`config.mk`:
```
export PLATFORM = sky130hd
export DESIGN_NAME = timingHistogrammer
export DESIGN_NICKNAME = d
export VERILOG_FILES = /design/src/design/histPkg.sv /design/src/design/sampleTagIf.sv /design/src/design/acqSequencer.sv /design/src/design/binMapper.sv /design/src/design/histPeakTracker.sv /design/src/design/timingHistogrammer.sv
export SDC_FILE = /design/constraint.sdc
export NUM_CORES = 1
export LEC_CHECK = 0
export BUFFER_PORTS_ARGS = -buffer_cell sky130_fd_sc_hd__buf_2
export CORE_ASPECT_RATIO = 0.75
export CORE_MARGIN = 2
export CORE_UTILIZATION = 43
export CTS_BUF_LIST = sky130_fd_sc_hd__clkbuf_4 sky130_fd_sc_hd__clkbuf_8
export CTS_CLUSTER_SIZE = 8
export DETAILED_ROUTE_END_ITERATION = 10
export PLACE_DENSITY = 0.68
export SYNTH_ARGS = -nofsm -noshare
export SYNTH_HDL_FRONTEND = slang
export SYNTH_HIERARCHICAL = 1
export SYNTH_SLANG_ARGS = --single-unit
```
`constraint.sdc`:
```
create_clock -name clk -period 9.95 [get_ports clk]
set_clock_uncertainty 0.05 [all_clocks]
set_input_delay 1.99 -clock clk [delete_from_list [all_inputs] [get_ports clk]]
set_output_delay 1.99 -clock clk [all_outputs]
set_load 0.02 [all_outputs]
```
`src/design/histPkg.sv`:
```
package histPkg;

    // timestamp and bin sizes
    localparam int STAMP_W = 8;       // one timestamp word
    localparam int BIN_W   = 4;       // bin index, same in both passes
    localparam int BIN_NUM = 16;      // bins per pixel histogram

    // array and acquisition shape
    localparam int PIXEL_NUM  = 4;
    localparam int PIXEL_W    = 2;
    localparam int SAMPLE_NUM = 4;    // consecutive samples per pixel
    localparam int ACQ_NUM    = 4;    // acquisitions per pass

    // a bin can collect SAMPLE_NUM * ACQ_NUM hits in one pass
    localparam int COUNT_W = 5;

    // fine window geometry
    localparam int HALF_WIN    = 8;
    localparam int WIN_LOW_MAX = 240; // keeps the 16-wide window below 256

    // one timestamp word, read two ways:
    // raw is the plain value for the fine pass,
    // coarse splits it into bin and fraction for the coarse pass
    typedef union packed {
        logic [STAMP_W-1:0] raw;
        struct packed {
            logic [BIN_W-1:0]         bin;  // upper bits pick the coarse bin
            logic [STAMP_W-BIN_W-1:0] frac; // ignored by the coarse pass
        } coarse;
    } stampWord_u;

endpackage

```
`src/design/sampleTagIf.sv`:
```
`timescale 1ns/1ns

interface sampleTagIf;

    logic                        valid; // sample strobed this cycle
    logic [histPkg::PIXEL_W-1:0] pixel; // pixel the sample belongs to
    logic                        fine;  // 1 in the fine pass
    logic                        last;  // final sample of the pass

    // sequencer side
    modport source (
        output valid,
        output pixel,
        output fine,
        output last
    );

    // mapper and tracker side
    modport sink (
        input valid,
        input pixel,
        input fine,
        input last
    );

endinterface

```
`src/design/acqSequencer.sv`:
```
`timescale 1ns/1ns

module acqSequencer (
    input  logic        clk,
    input  logic        combin_res,
    input  logic        wrEn,
    sampleTagIf.source  tag,
    output logic        finePass
);

    logic [$clog2(histPkg::SAMPLE_NUM)-1:0] sampleCnt;
    logic [histPkg::PIXEL_W-1:0]            pixelCnt;
    logic [$clog2(histPkg::ACQ_NUM)-1:0]    acqCnt;

    logic sampleWrap;
    logic pixelWrap;
    logic acqWrap;

    // wrap points of the three nested counters
    assign sampleWrap = (sampleCnt == histPkg::SAMPLE_NUM - 1);
    assign pixelWrap  = (pixelCnt == histPkg::PIXEL_NUM - 1);
    assign acqWrap    = (acqCnt == histPkg::ACQ_NUM - 1);

    // tag describes the sample strobed this very cycle
    assign tag.valid = wrEn;
    assign tag.pixel = pixelCnt;
    assign tag.fine  = finePass;
    assign tag.last  = wrEn && sampleWrap && pixelWrap && acqWrap;

    always_ff @(posedge clk or negedge combin_res) begin
        if (!combin_res) begin
            sampleCnt <= '0;
            pixelCnt  <= '0;
            acqCnt    <= '0;
            finePass  <= 1'b0;
        end else if (wrEn) begin
            if (!sampleWrap) begin
                sampleCnt <= sampleCnt + 1'b1;
            end else begin
                sampleCnt <= '0;
                if (!pixelWrap) begin
                    pixelCnt <= pixelCnt + 1'b1;
                end else begin
                    pixelCnt <= '0;
                    if (!acqWrap) begin
                        acqCnt <= acqCnt + 1'b1;
                    end else begin
                        acqCnt   <= '0;
                        finePass <= ~finePass; // pass complete, switch mode
                    end
                end
            end
        end
    end

endmodule

```
`src/design/binMapper.sv`:
```
`timescale 1ns/1ns

module binMapper (
    input  logic                                          clk,
    input  logic                                          combin_res,
    input  logic [histPkg::STAMP_W-1:0]                   stamp,
    sampleTagIf.sink                                      tag,
    input  logic [histPkg::PIXEL_NUM*histPkg::BIN_W-1:0]  peakBins,
    input  logic                                          passDone,
    input  logic                                          donePass,
    output logic [histPkg::BIN_W-1:0]                     binIdx,
    output logic                                          binHit,
    output logic [histPkg::PIXEL_NUM*histPkg::STAMP_W-1:0] peakResults,
    output logic                                          resultValid
);

    histPkg::stampWord_u         word;
    logic [histPkg::STAMP_W-1:0] windowLow [histPkg::PIXEL_NUM];
    logic [histPkg::STAMP_W-1:0] nextLow   [histPkg::PIXEL_NUM];
    logic [histPkg::STAMP_W-1:0] curLow;
    logic [histPkg::STAMP_W-1:0] offset;
    logic                        inWindow;
    logic [histPkg::STAMP_W-1:0] centre;

    assign word = stamp;

    // fine view relative to the pixel's window
    assign curLow   = windowLow[tag.pixel];
    assign offset   = word.raw - curLow;
    assign inWindow = (word.raw >= curLow) && (offset <= histPkg::BIN_NUM - 1);

    // new windows from the coarse peaks
    always_comb begin
        centre = '0;
        for (int p = 0; p < histPkg::PIXEL_NUM; p++) begin
            centre = {peakBins[p*histPkg::BIN_W +: histPkg::BIN_W],
                      {(histPkg::STAMP_W - histPkg::BIN_W){1'b0}}};
            if (centre <= histPkg::HALF_WIN) begin
                nextLow[p] = '0; // clamp at bottom edge
            end else if (int'(centre) - histPkg::HALF_WIN > histPkg::WIN_LOW_MAX) begin
                nextLow[p] = histPkg::WIN_LOW_MAX[histPkg::STAMP_W-1:0];
            end else begin
                nextLow[p] = centre - histPkg::HALF_WIN[histPkg::STAMP_W-1:0];
            end
        end
    end

    // bin index from the coarse field or the window offset
    always_ff @(posedge clk) begin
        if (tag.fine) begin
            binIdx <= offset[histPkg::BIN_W-1:0];
        end else begin
            binIdx <= word.coarse.bin;
        end
    end

    always_ff @(posedge clk or negedge combin_res) begin
        if (!combin_res) begin
            binHit <= 1'b0;
        end else begin
            binHit <= tag.valid && (!tag.fine || inWindow); // out-of-window fine samples dropped
        end
    end

    // windows follow each coarse pass
    always_ff @(posedge clk or negedge combin_res) begin
        if (!combin_res) begin
            for (int p = 0; p < histPkg::PIXEL_NUM; p++) begin
                windowLow[p] <= '0;
            end
        end else if (passDone && !donePass) begin
            for (int p = 0; p < histPkg::PIXEL_NUM; p++) begin
                windowLow[p] <= nextLow[p];
            end
        end
    end

    // final result is window edge plus fine peak
    always_ff @(posedge clk or negedge combin_res) begin
        if (!combin_res) begin
            peakResults <= '0;
            resultValid <= 1'b0;
        end else begin
            resultValid <= passDone && donePass;
            if (passDone && donePass) begin
                for (int p = 0; p < histPkg::PIXEL_NUM; p++) begin
                    peakResults[p*histPkg::STAMP_W +: histPkg::STAMP_W] <= windowLow[p] +
                        {{(histPkg::STAMP_W - histPkg::BIN_W){1'b0}},
                         peakBins[p*histPkg::BIN_W +: histPkg::BIN_W]};
                end
            end
        end
    end

endmodule

```
`src/design/histPeakTracker.sv`:
```
`timescale 1ns/1ns

module histPeakTracker (
    input  logic                                          clk,
    input  logic                                          combin_res,
    sampleTagIf.sink                                      tag,
    input  logic [histPkg::BIN_W-1:0]                     binIdx,
    input  logic                                          binHit,
    output logic [histPkg::PIXEL_NUM*histPkg::BIN_W-1:0]  peakBins,
    output logic                                          passDone,
    output logic                                          donePass
);

    localparam int MEM_DEPTH = histPkg::PIXEL_NUM * histPkg::BIN_NUM;

    // count memory, lazily cleared through binValid
    logic [histPkg::COUNT_W-1:0] countMem [MEM_DEPTH];
    logic [MEM_DEPTH-1:0]        binValid;

    // stage 1, aligned with binIdx and binHit
    logic [histPkg::PIXEL_W-1:0] pixel1;
    logic                        last1;
    logic                        fine1;

    // stage 2, new count
    logic [histPkg::COUNT_W-1:0] count2;
    logic [histPkg::BIN_W-1:0]   bin2;
    logic [histPkg::PIXEL_W-1:0] pixel2;
    logic                        hit2;
    logic                        last2;
    logic                        fine2;

    // stage 3, running max
    logic [histPkg::COUNT_W-1:0] peakCount [histPkg::PIXEL_NUM];
    logic [histPkg::BIN_W-1:0]   peakBin   [histPkg::PIXEL_NUM];
    logic                        last3;
    logic                        fine3;

    logic [histPkg::PIXEL_W+histPkg::BIN_W-1:0] addr;
    logic [histPkg::COUNT_W-1:0]                newCount;

    assign addr     = {pixel1, binIdx};
    assign newCount = binValid[addr] ? countMem[addr] + 1'b1 : histPkg::COUNT_W'(1);

    // pixel only changes with a strobe
    always_ff @(posedge clk or negedge combin_res) begin
        if (!combin_res) begin
            pixel1 <= '0;
            last1  <= 1'b0;
            fine1  <= 1'b0;
        end else begin
            if (tag.valid) begin
                pixel1 <= tag.pixel;
                fine1  <= tag.fine;
            end
            last1 <= tag.last;
        end
    end

    always_ff @(posedge clk) begin
        if (binHit) begin
            countMem[addr] <= newCount; // read-modify-write in one cycle
        end
        count2 <= newCount;
        bin2   <= binIdx;
        pixel2 <= pixel1;
    end

    always_ff @(posedge clk or negedge combin_res) begin
        if (!combin_res) begin
            binValid <= '0;
            hit2     <= 1'b0;
            last2    <= 1'b0;
            fine2    <= 1'b0;
        end else begin
            hit2  <= binHit;
            last2 <= last1;
            fine2 <= fine1;
            if (last3) begin
                binValid <= '0; // lazy clear of the whole memory
            end else if (binHit) begin
                binValid[addr] <= 1'b1;
            end
        end
    end

    // strictly greater, so the first bin to reach a count keeps it
    always_ff @(posedge clk or negedge combin_res) begin
        if (!combin_res) begin
            for (int p = 0; p < histPkg::PIXEL_NUM; p++) begin
                peakCount[p] <= '0;
                peakBin[p]   <= '0;
            end
            last3 <= 1'b0;
            fine3 <= 1'b0;
        end else begin
            last3 <= last2;
            fine3 <= fine2;
            if (last3) begin
                for (int p = 0; p < histPkg::PIXEL_NUM; p++) begin
                    peakCount[p] <= '0;
                    peakBin[p]   <= '0;
                end
            end else if (hit2 && (count2 > peakCount[pixel2])) begin
                peakCount[pixel2] <= count2;
                peakBin[pixel2]   <= bin2;
            end
        end
    end

    // snapshot of the peaks, taken as they clear
    always_ff @(posedge clk or negedge combin_res) begin
        if (!combin_res) begin
            peakBins <= '0;
            passDone <= 1'b0;
            donePass <= 1'b0;
        end else begin
            passDone <= last3;
            if (last3) begin
                donePass <= fine3;
                for (int p = 0; p < histPkg::PIXEL_NUM; p++) begin
                    peakBins[p*histPkg::BIN_W +: histPkg::BIN_W] <= peakBin[p];
                end
            end
        end
    end

endmodule

```
`src/design/timingHistogrammer.sv`:
```
`timescale 1ns/1ns

module timingHistogrammer (
    input  logic                                          clk,
    input  logic                                          combin_res,
    input  logic                                          wrEn,
    input  logic [histPkg::STAMP_W-1:0]                   stamp,
    output logic [histPkg::PIXEL_NUM*histPkg::STAMP_W-1:0] peakResults,
    output logic                                          resultValid,
    output logic                                          finePass
);

    logic [histPkg::BIN_W-1:0]                    binIdx;
    logic                                         binHit;
    logic [histPkg::PIXEL_NUM*histPkg::BIN_W-1:0] peakBins;
    logic                                         passDone;
    logic                                         donePass; // 1 when the fine pass ended

    sampleTagIf tagBus ();

    acqSequencer u_acqSequencer (
        .clk        (clk),
        .combin_res (combin_res),
        .wrEn       (wrEn),
        .tag        (tagBus.source),
        .finePass   (finePass)
    );

    binMapper u_binMapper (
        .clk         (clk),
        .combin_res  (combin_res),
        .stamp       (stamp),
        .tag         (tagBus.sink),
        .peakBins    (peakBins),
        .passDone    (passDone),
        .donePass    (donePass),
        .binIdx      (binIdx),
        .binHit      (binHit),
        .peakResults (peakResults),
        .resultValid (resultValid)
    );

    histPeakTracker u_histPeakTracker (
        .clk        (clk),
        .combin_res (combin_res),
        .tag        (tagBus.sink),
        .binIdx     (binIdx),
        .binHit     (binHit),
        .peakBins   (peakBins),
        .passDone   (passDone),
        .donePass   (donePass)
    );

endmodule

```
# After elaboration in Yosys (flattened, before gate mapping)
# Memory sizes are Yosys's and may differ from the RTL's.
# Cells that the tools add are included.
# word_totals
ff_bits	215
mem_bits_rw	320
in_bits	11
out_inout_bits	34
word_cells	131
n_memories	1
# classes
addsub	17
n_lt_le_gt_ge	16
n_eq_ne	3
n_mux	37
n_bitwise	4
n_reduce_logical	18
# mem_list
name	words	width	read_ports	rd_ports_with_merged_regs	write_ports	line_no	source
u_histPeakTracker.countMem	64	5	1	0	1	histPeakTracker.sv:17	logic [histPkg::COUNT_W-1:0] countMem [MEM_DEPTH];
# op_table
op	n
> comparator 32 x 9 -> 1 bit (second input constant)	4
two-way mux 64 bit	2
two-way mux 8 bit	10
OR 64 bit	1
<= comparator 8 x 4 -> 1 bit (second input constant)	5
two-way mux 20 bit	2
subtractor 8 x 4 -> 9 bit (second input constant)	4
adder 8 x 4 -> 8 bit	4
two-way mux 16 bit	2
subtractor 8 x 4 -> 8 bit (second input constant)	4
bitwise mux 20 bit	1
two-way mux 5 bit	4
binary-select mux 8 bit (select 2 bit)	1
bitwise mux 16 bit	1
binary-select mux 5 bit (select 2 bit)	1
demux 5 bit (select 2 bit)	1
logical AND 1 bit	10
demux 4 bit (select 2 bit)	1
greater-or-equal comparator 8 bit	1
two-way mux 4 bit	2
subtractor 8 bit	1
less-than comparator 6 x 7 -> 1 bit (second input constant)	1
adder 2 x 1 -> 2 bit (second input constant)	3
binary-select mux 1 bit (select 6 bit)	1
other kinds (17)	28

# Longest topological paths before layout
# logic_depth
word_depth	9
depth_mapped	15
depth_no_buf	10

# Hierarchy
# Netlist, hierarchy kept.
# modules_own_cells
mod	instances	cells_per_inst	area_each_um2	seq_area_each_um2
histPeakTracker	1	1226	18062.3	13007.5
binMapper	1	287	2942.8	1431.4
acqSequencer	1	26	336.6	175.2

# Worst setup path after synthesis
# OpenSTA, ideal clock, no wires.
# synth_path
path_kind	flip-flop to flip-flop
startpoint	reg u_binMapper/binIdx[0] (netlist bit)
endpoint	mem u_histPeakTracker/countMem[0][4] (netlist bit), data pin
setup_ns	0.553
arrival_time_ns	4.404
required_time_ns	9.347
path_slack_ns	4.942
stages_incl_launch_ff	14
n_path_buf	5
synth_period_minus_slack_ns	5.008
path_cell_list	dfxtp_1 > buf_6 > buf_8 > buf_12 > buf_6 > and3b_1 > buf_6 > a2111o_1 > nor3_1 > o22ai_1 > or4_4 > ha_1 > a31o_1 > a21oi_1
# synth_via
elab_chain_cells	3
word_cells_on_any_way	5
cone_classes	add/sub (1); mux (3); memory (1)
# synth_lines
item	line_no	source
from (decl)	binMapper.sv:11	output logic [histPkg::BIN_W-1:0] binIdx,
from (signal assigned)	binMapper.sv:51	binIdx <= offset[histPkg::BIN_W-1:0];
from (signal assigned)	binMapper.sv:53	binIdx <= word.coarse.bin;
memory (64 x 5 bit) / binary-select mux 1 bit (select 6 bit) (equally long branches)	--	
adder 5 x 1 -> 5 bit / two-way mux 1 bit (equally long branches)	histPeakTracker.sv:43	assign newCount = binValid[addr] ? countMem[addr] + 1'b1 : histPkg::COUNT_W'(1);
two-way mux 5 bit (*)	histPeakTracker.sv:43	
named net u_histPeakTracker.newCount (one bit)	histPeakTracker.sv:40	logic [histPkg::COUNT_W-1:0] newCount;
to (decl)	histPeakTracker.sv:17	
# The timed path passes the listed nets; every way through them passes the cells marked *. The select of a mux whose other input is x is not followed.

# Final worst setup path
# layout_path
startpoint	reg u_binMapper/binIdx[0] (netlist bit)
endpoint	mem u_histPeakTracker/countMem[3][3] (netlist bit), data pin
# The elaborated chain is that of the path after synthesis.

==> impl_metrics.py <==
metrics = {
    "cts": {
        "source_to_sink_clock_delay_at_the_later_pin_of_the_worst_skew_pair_ns": 0.67,
        "cts_hold_repair.buffers": 0,
        "post_cts_resized": 0,
        "tritoncts_clock_tree": "done",
        "cts.reportedPaths.clkPinSlew_ns": 0.06,
        "ctsLongestPathBuffers": 3,
        "post-cts-setup-buffers": 0,
        "clock-root-buffer": "clkbuf_8",
        "cts_max_level": 3,
        "cts_inserted_buffers": 82,
        "cts.sink_count": 523,
    },
    "sta": {
        "report.final.hold_viol_count": 0,
        "totalNegativeSetupSlack_ns": 0,
        "slew_viol_final": 0,
        "rsz_0062_raised_after_global_routing": "false",
        "layout_setup_ws_ns": 4.55,
        "tightestPinTransition_ns": 1.20,
        "finalCriticalPeriod_ns": 5.40,
        "finalCritPeriodShare_pct": 54.3,
        "fin_hold_ws_ns": 0.301,
        "fmax_mhz": 185,
        "report.final.setup_viol": 0,
        "timing.slew.headroom_pct": 19.8,
    },
    "logic_synthesis": {
        "synth.yosys.seq_area_share_pct": 68.5,
        "synth_edf_count": 320,
        "synthFlopType": "edfxtp_1",
        "synth.top_cell.area_share_pct": 45.0,
        "ys_top_cells_by_area": "edfxtp_1, dfrtp_1, nor2_1",
        "yosys_warnings": 6,
        "postSynthCellCount": 1539,
        "synthArstFlopShare_pct": 35.9,
        "synth_area_leader_cell": "edfxtp_1",
        "synth_seq_cells": 523,
        "synthesis.area_per_instance_um2": 13.9,
        "mappedNetlistArea_um2": 21300,
        "mappedNetlistNets": 1578,
        "synthDistinctLibCells": 81,
    },
    "setup_path": {
        "path_cells": "buf_4 > nor3b_2 > a22oi_1 > a31oi_1 > nor4_1 > nand4b_1 > a31oi_1 > nor3_4 > buf_4",
        "critical_path.max_stage_delay_ns": 0.93,
        "crit_path_max_fanout": 65,
        "worst-setup-path-type": "reg -> reg",
        "worstSetupEndpointType": "register",
        "slowest_stage": "nor3b_2",
        "timing.critical_path.required_ns": 10.31,
        "critical_path.startpoint_type": "register",
        "timing.critical_path.arrival_ns": 5.76,
    },
    "flow_run": {
        "drv_cap": 0,
    },
    "detailed_routing": {
        "drc": 0,
        "wl_um": 55200,
        "post_drt_via_cell_ratio": 5.88,
        "initialDrtViolationCount": 1908,
        "antenna_left": 0,
        "dr_total_vias": 13600,
        "dr.pass1.iters": 6,
        "detail_route.wl_per_cell_um": 23.9,
    },
    "placed_design": {
        "dp_hpwl_um": 35000,
        "io_buffers": 44,
        "detailedPlace.worstSlack_ns": 4.78,
        "final_weighted_congestion_of_routability_driven_global_placement": 0.898,
    },
    "min_path": {
        "min_path_type": "reg -> reg",
    },
    "layout": {
        "multi_input_gate_area_in_the_final_layout_um2": 6180,
        "nets": 1633,
        "seq_area_um2": 14600,
        "flow.area_growth_from_synthesis_pct": 12.1,
        "layout_common_cells": "edfxtp_1, nor2_1, dfrtp_1",
        "drive_above_1_share_pct": 18.6,
        "final_common_cell": "edfxtp_1",
        "number_of_inserted_diodes": 0,
        "filler_cell_count": 4204,
    },
    "global_routing": {
        "first_global_vias": 13400,
        "grt_max_degree": 80,
        "grt_antenna_before_repair": 0,
        "grt_first_pass_wirelength_um": 84100,
        "track_usage_pct": 21.9,
        "gr-total-overflow": 0,
    },
    "power_and_ir_drop": {
        "net_load_switching_power_mw": 1.82,
        "leakagePower_nw": 9.11,
        "comb_power_share_pct": 18.8,
        "worst_case_vdd_ir_drop_mv": 0.185,
        "power.internal_mw": 4.29,
        "clkPwrFrac_pct": 31.6,
        "power_per_cell_area_nw_per_um2": 255,
        "p_seq_share_pct": 49.6,
        "netSwitchingFraction_pct": 29.9,
    },
    "floorplan": {
        "die_w_um": 261,
        "coreArea_um2": 48900,
        "die_height_um": 197,
        "die_area_um2": 51400,
        "placement_row_count": 70,
        "initial_core_utilization_pct": 43.7,
        "design.portCount": 45,
    },
    "run_status": {
        "status": "completed",
    },
}
## synth_stat cells (12+ instances only)
cell	number
a21oi_1	16
a22o_1	12
a22oi_1	90
a31oi_1	17
and4_1	15
buf_2	20
clkbuf_1	53
dfrtp_1	188
dfxtp_1	15
edfxtp_1	320
ha_1	27
inv_1	28
mux2_2	41
mux2i_1	56
mux4_2	16
nand2_1	65
nand3_1	15
nor2_1	246
nor3_1	14
o21ai_0	37
o22ai_1	34
## area by class of cell
type / count / area share (%)
repair buffers: 68 / 1.71
flip-flops and latches: 523 / 61.1
clock inverters: 7 / 0.319
inverters: 30 / 0.471
multi-input cells: 889 / 25.8
well taps: 648 / 3.39
clock buffers: 147 / 7.15
## stage by stage
step	power (mW)	utilization (%)	instance area (µm²)	instances
after floorplan	3.74	-	21300	1539
after global placement	4.14	45.3	22100	2158
after detailed placement	4.19	45.3	22100	2158
after CTS	6.13	48.9	23900	2312
after global routing	6.38	48.9	23900	2312
final	6.11	48.9	23900	2312
## final timing paths
kind	to	slack (ns)	from	depth (start not counted)
setup / recovery	u_histPeakTracker/countMem[3][3]$_DFFE_PP_	4.55	u_binMapper/binIdx[0]$_DFF_P_	9
hold / removal	u_histPeakTracker/last3$_DFF_PN0_	0.30	u_histPeakTracker/last2$_DFF_PN0_	0
setup reg to reg	u_histPeakTracker/countMem[3][3]$_DFFE_PP_	4.55	u_binMapper/binIdx[0]$_DFF_P_	9
hold reg to reg	u_histPeakTracker/last3$_DFF_PN0_	0.30	u_histPeakTracker/last2$_DFF_PN0_	0
max in group asynchronous	u_histPeakTracker/binValid[52]$_DFFE_PN0P_	6.57	combin_res	3
min in group asynchronous	u_histPeakTracker/peakCount[8]$_DFFE_PN0P_	1.37	combin_res	1
## logic make-up (layout without fill, tap and decap cells)
| group | after synthesis | in the layout | synth area share [%] |
|---|---|---|---|
| compound gates | 268 | 268 | 8.88 |
| simple gates | 461 | 461 | 10.8 |
| fa+ha+maj | 28 | 28 | 1.68 |
| xor+xnor | 15 | 15 | 0.616 |
| buf+inv | 127 | 252 | 2.90 |
| flops | 523 | 523 | 68.5 |
| mux | 117 | 117 | 6.69 |
## critical path, delay by kind of cell, from the launching register on
family,cells,cell delay (ns)
buffers and inverters,2,1.18
DFF,1,0.59
AOI/OAI and AO/OA,3,1.02
and+or+nand+nor,4,2.21
## sequential cells by signal (all words and copies together), names as in the netlist, 4 cells and up
| name | count |
|---|---|
| u_histPeakTracker/bin2 | 4 |
| u_binMapper/binIdx | 4 |
| u_binMapper/peakResults | 32 |
| u_histPeakTracker/peakCount | 20 |
| u_histPeakTracker/peakBin | 16 |
| u_binMapper/windowLow | 20 |
| u_histPeakTracker/binValid | 64 |
| u_histPeakTracker/peakBins | 16 |
| u_histPeakTracker/count2 | 5 |
| u_histPeakTracker/countMem | 320 |
## routing by layer
layer / wire length (µm) / track usage [%]
met1: 24100 / 32.5
met5: 0 / 0
met2: 23700 / 30.4
met4: 1380 / 6.76
met3: 6040 / 6.98
## power groups by stage
stage               Combinational [mW]  Clock, mW  Sequential [mW]
floorplan                        0.770          0             2.97
global placement                  1.08          0             3.06
detailed placement                1.13          0             3.06
CTS                               1.13       1.97             3.02
global route                      1.26       2.07             3.05
finish                            1.15       1.93             3.03
No activity file was read; power rests on OpenSTA's default activity.
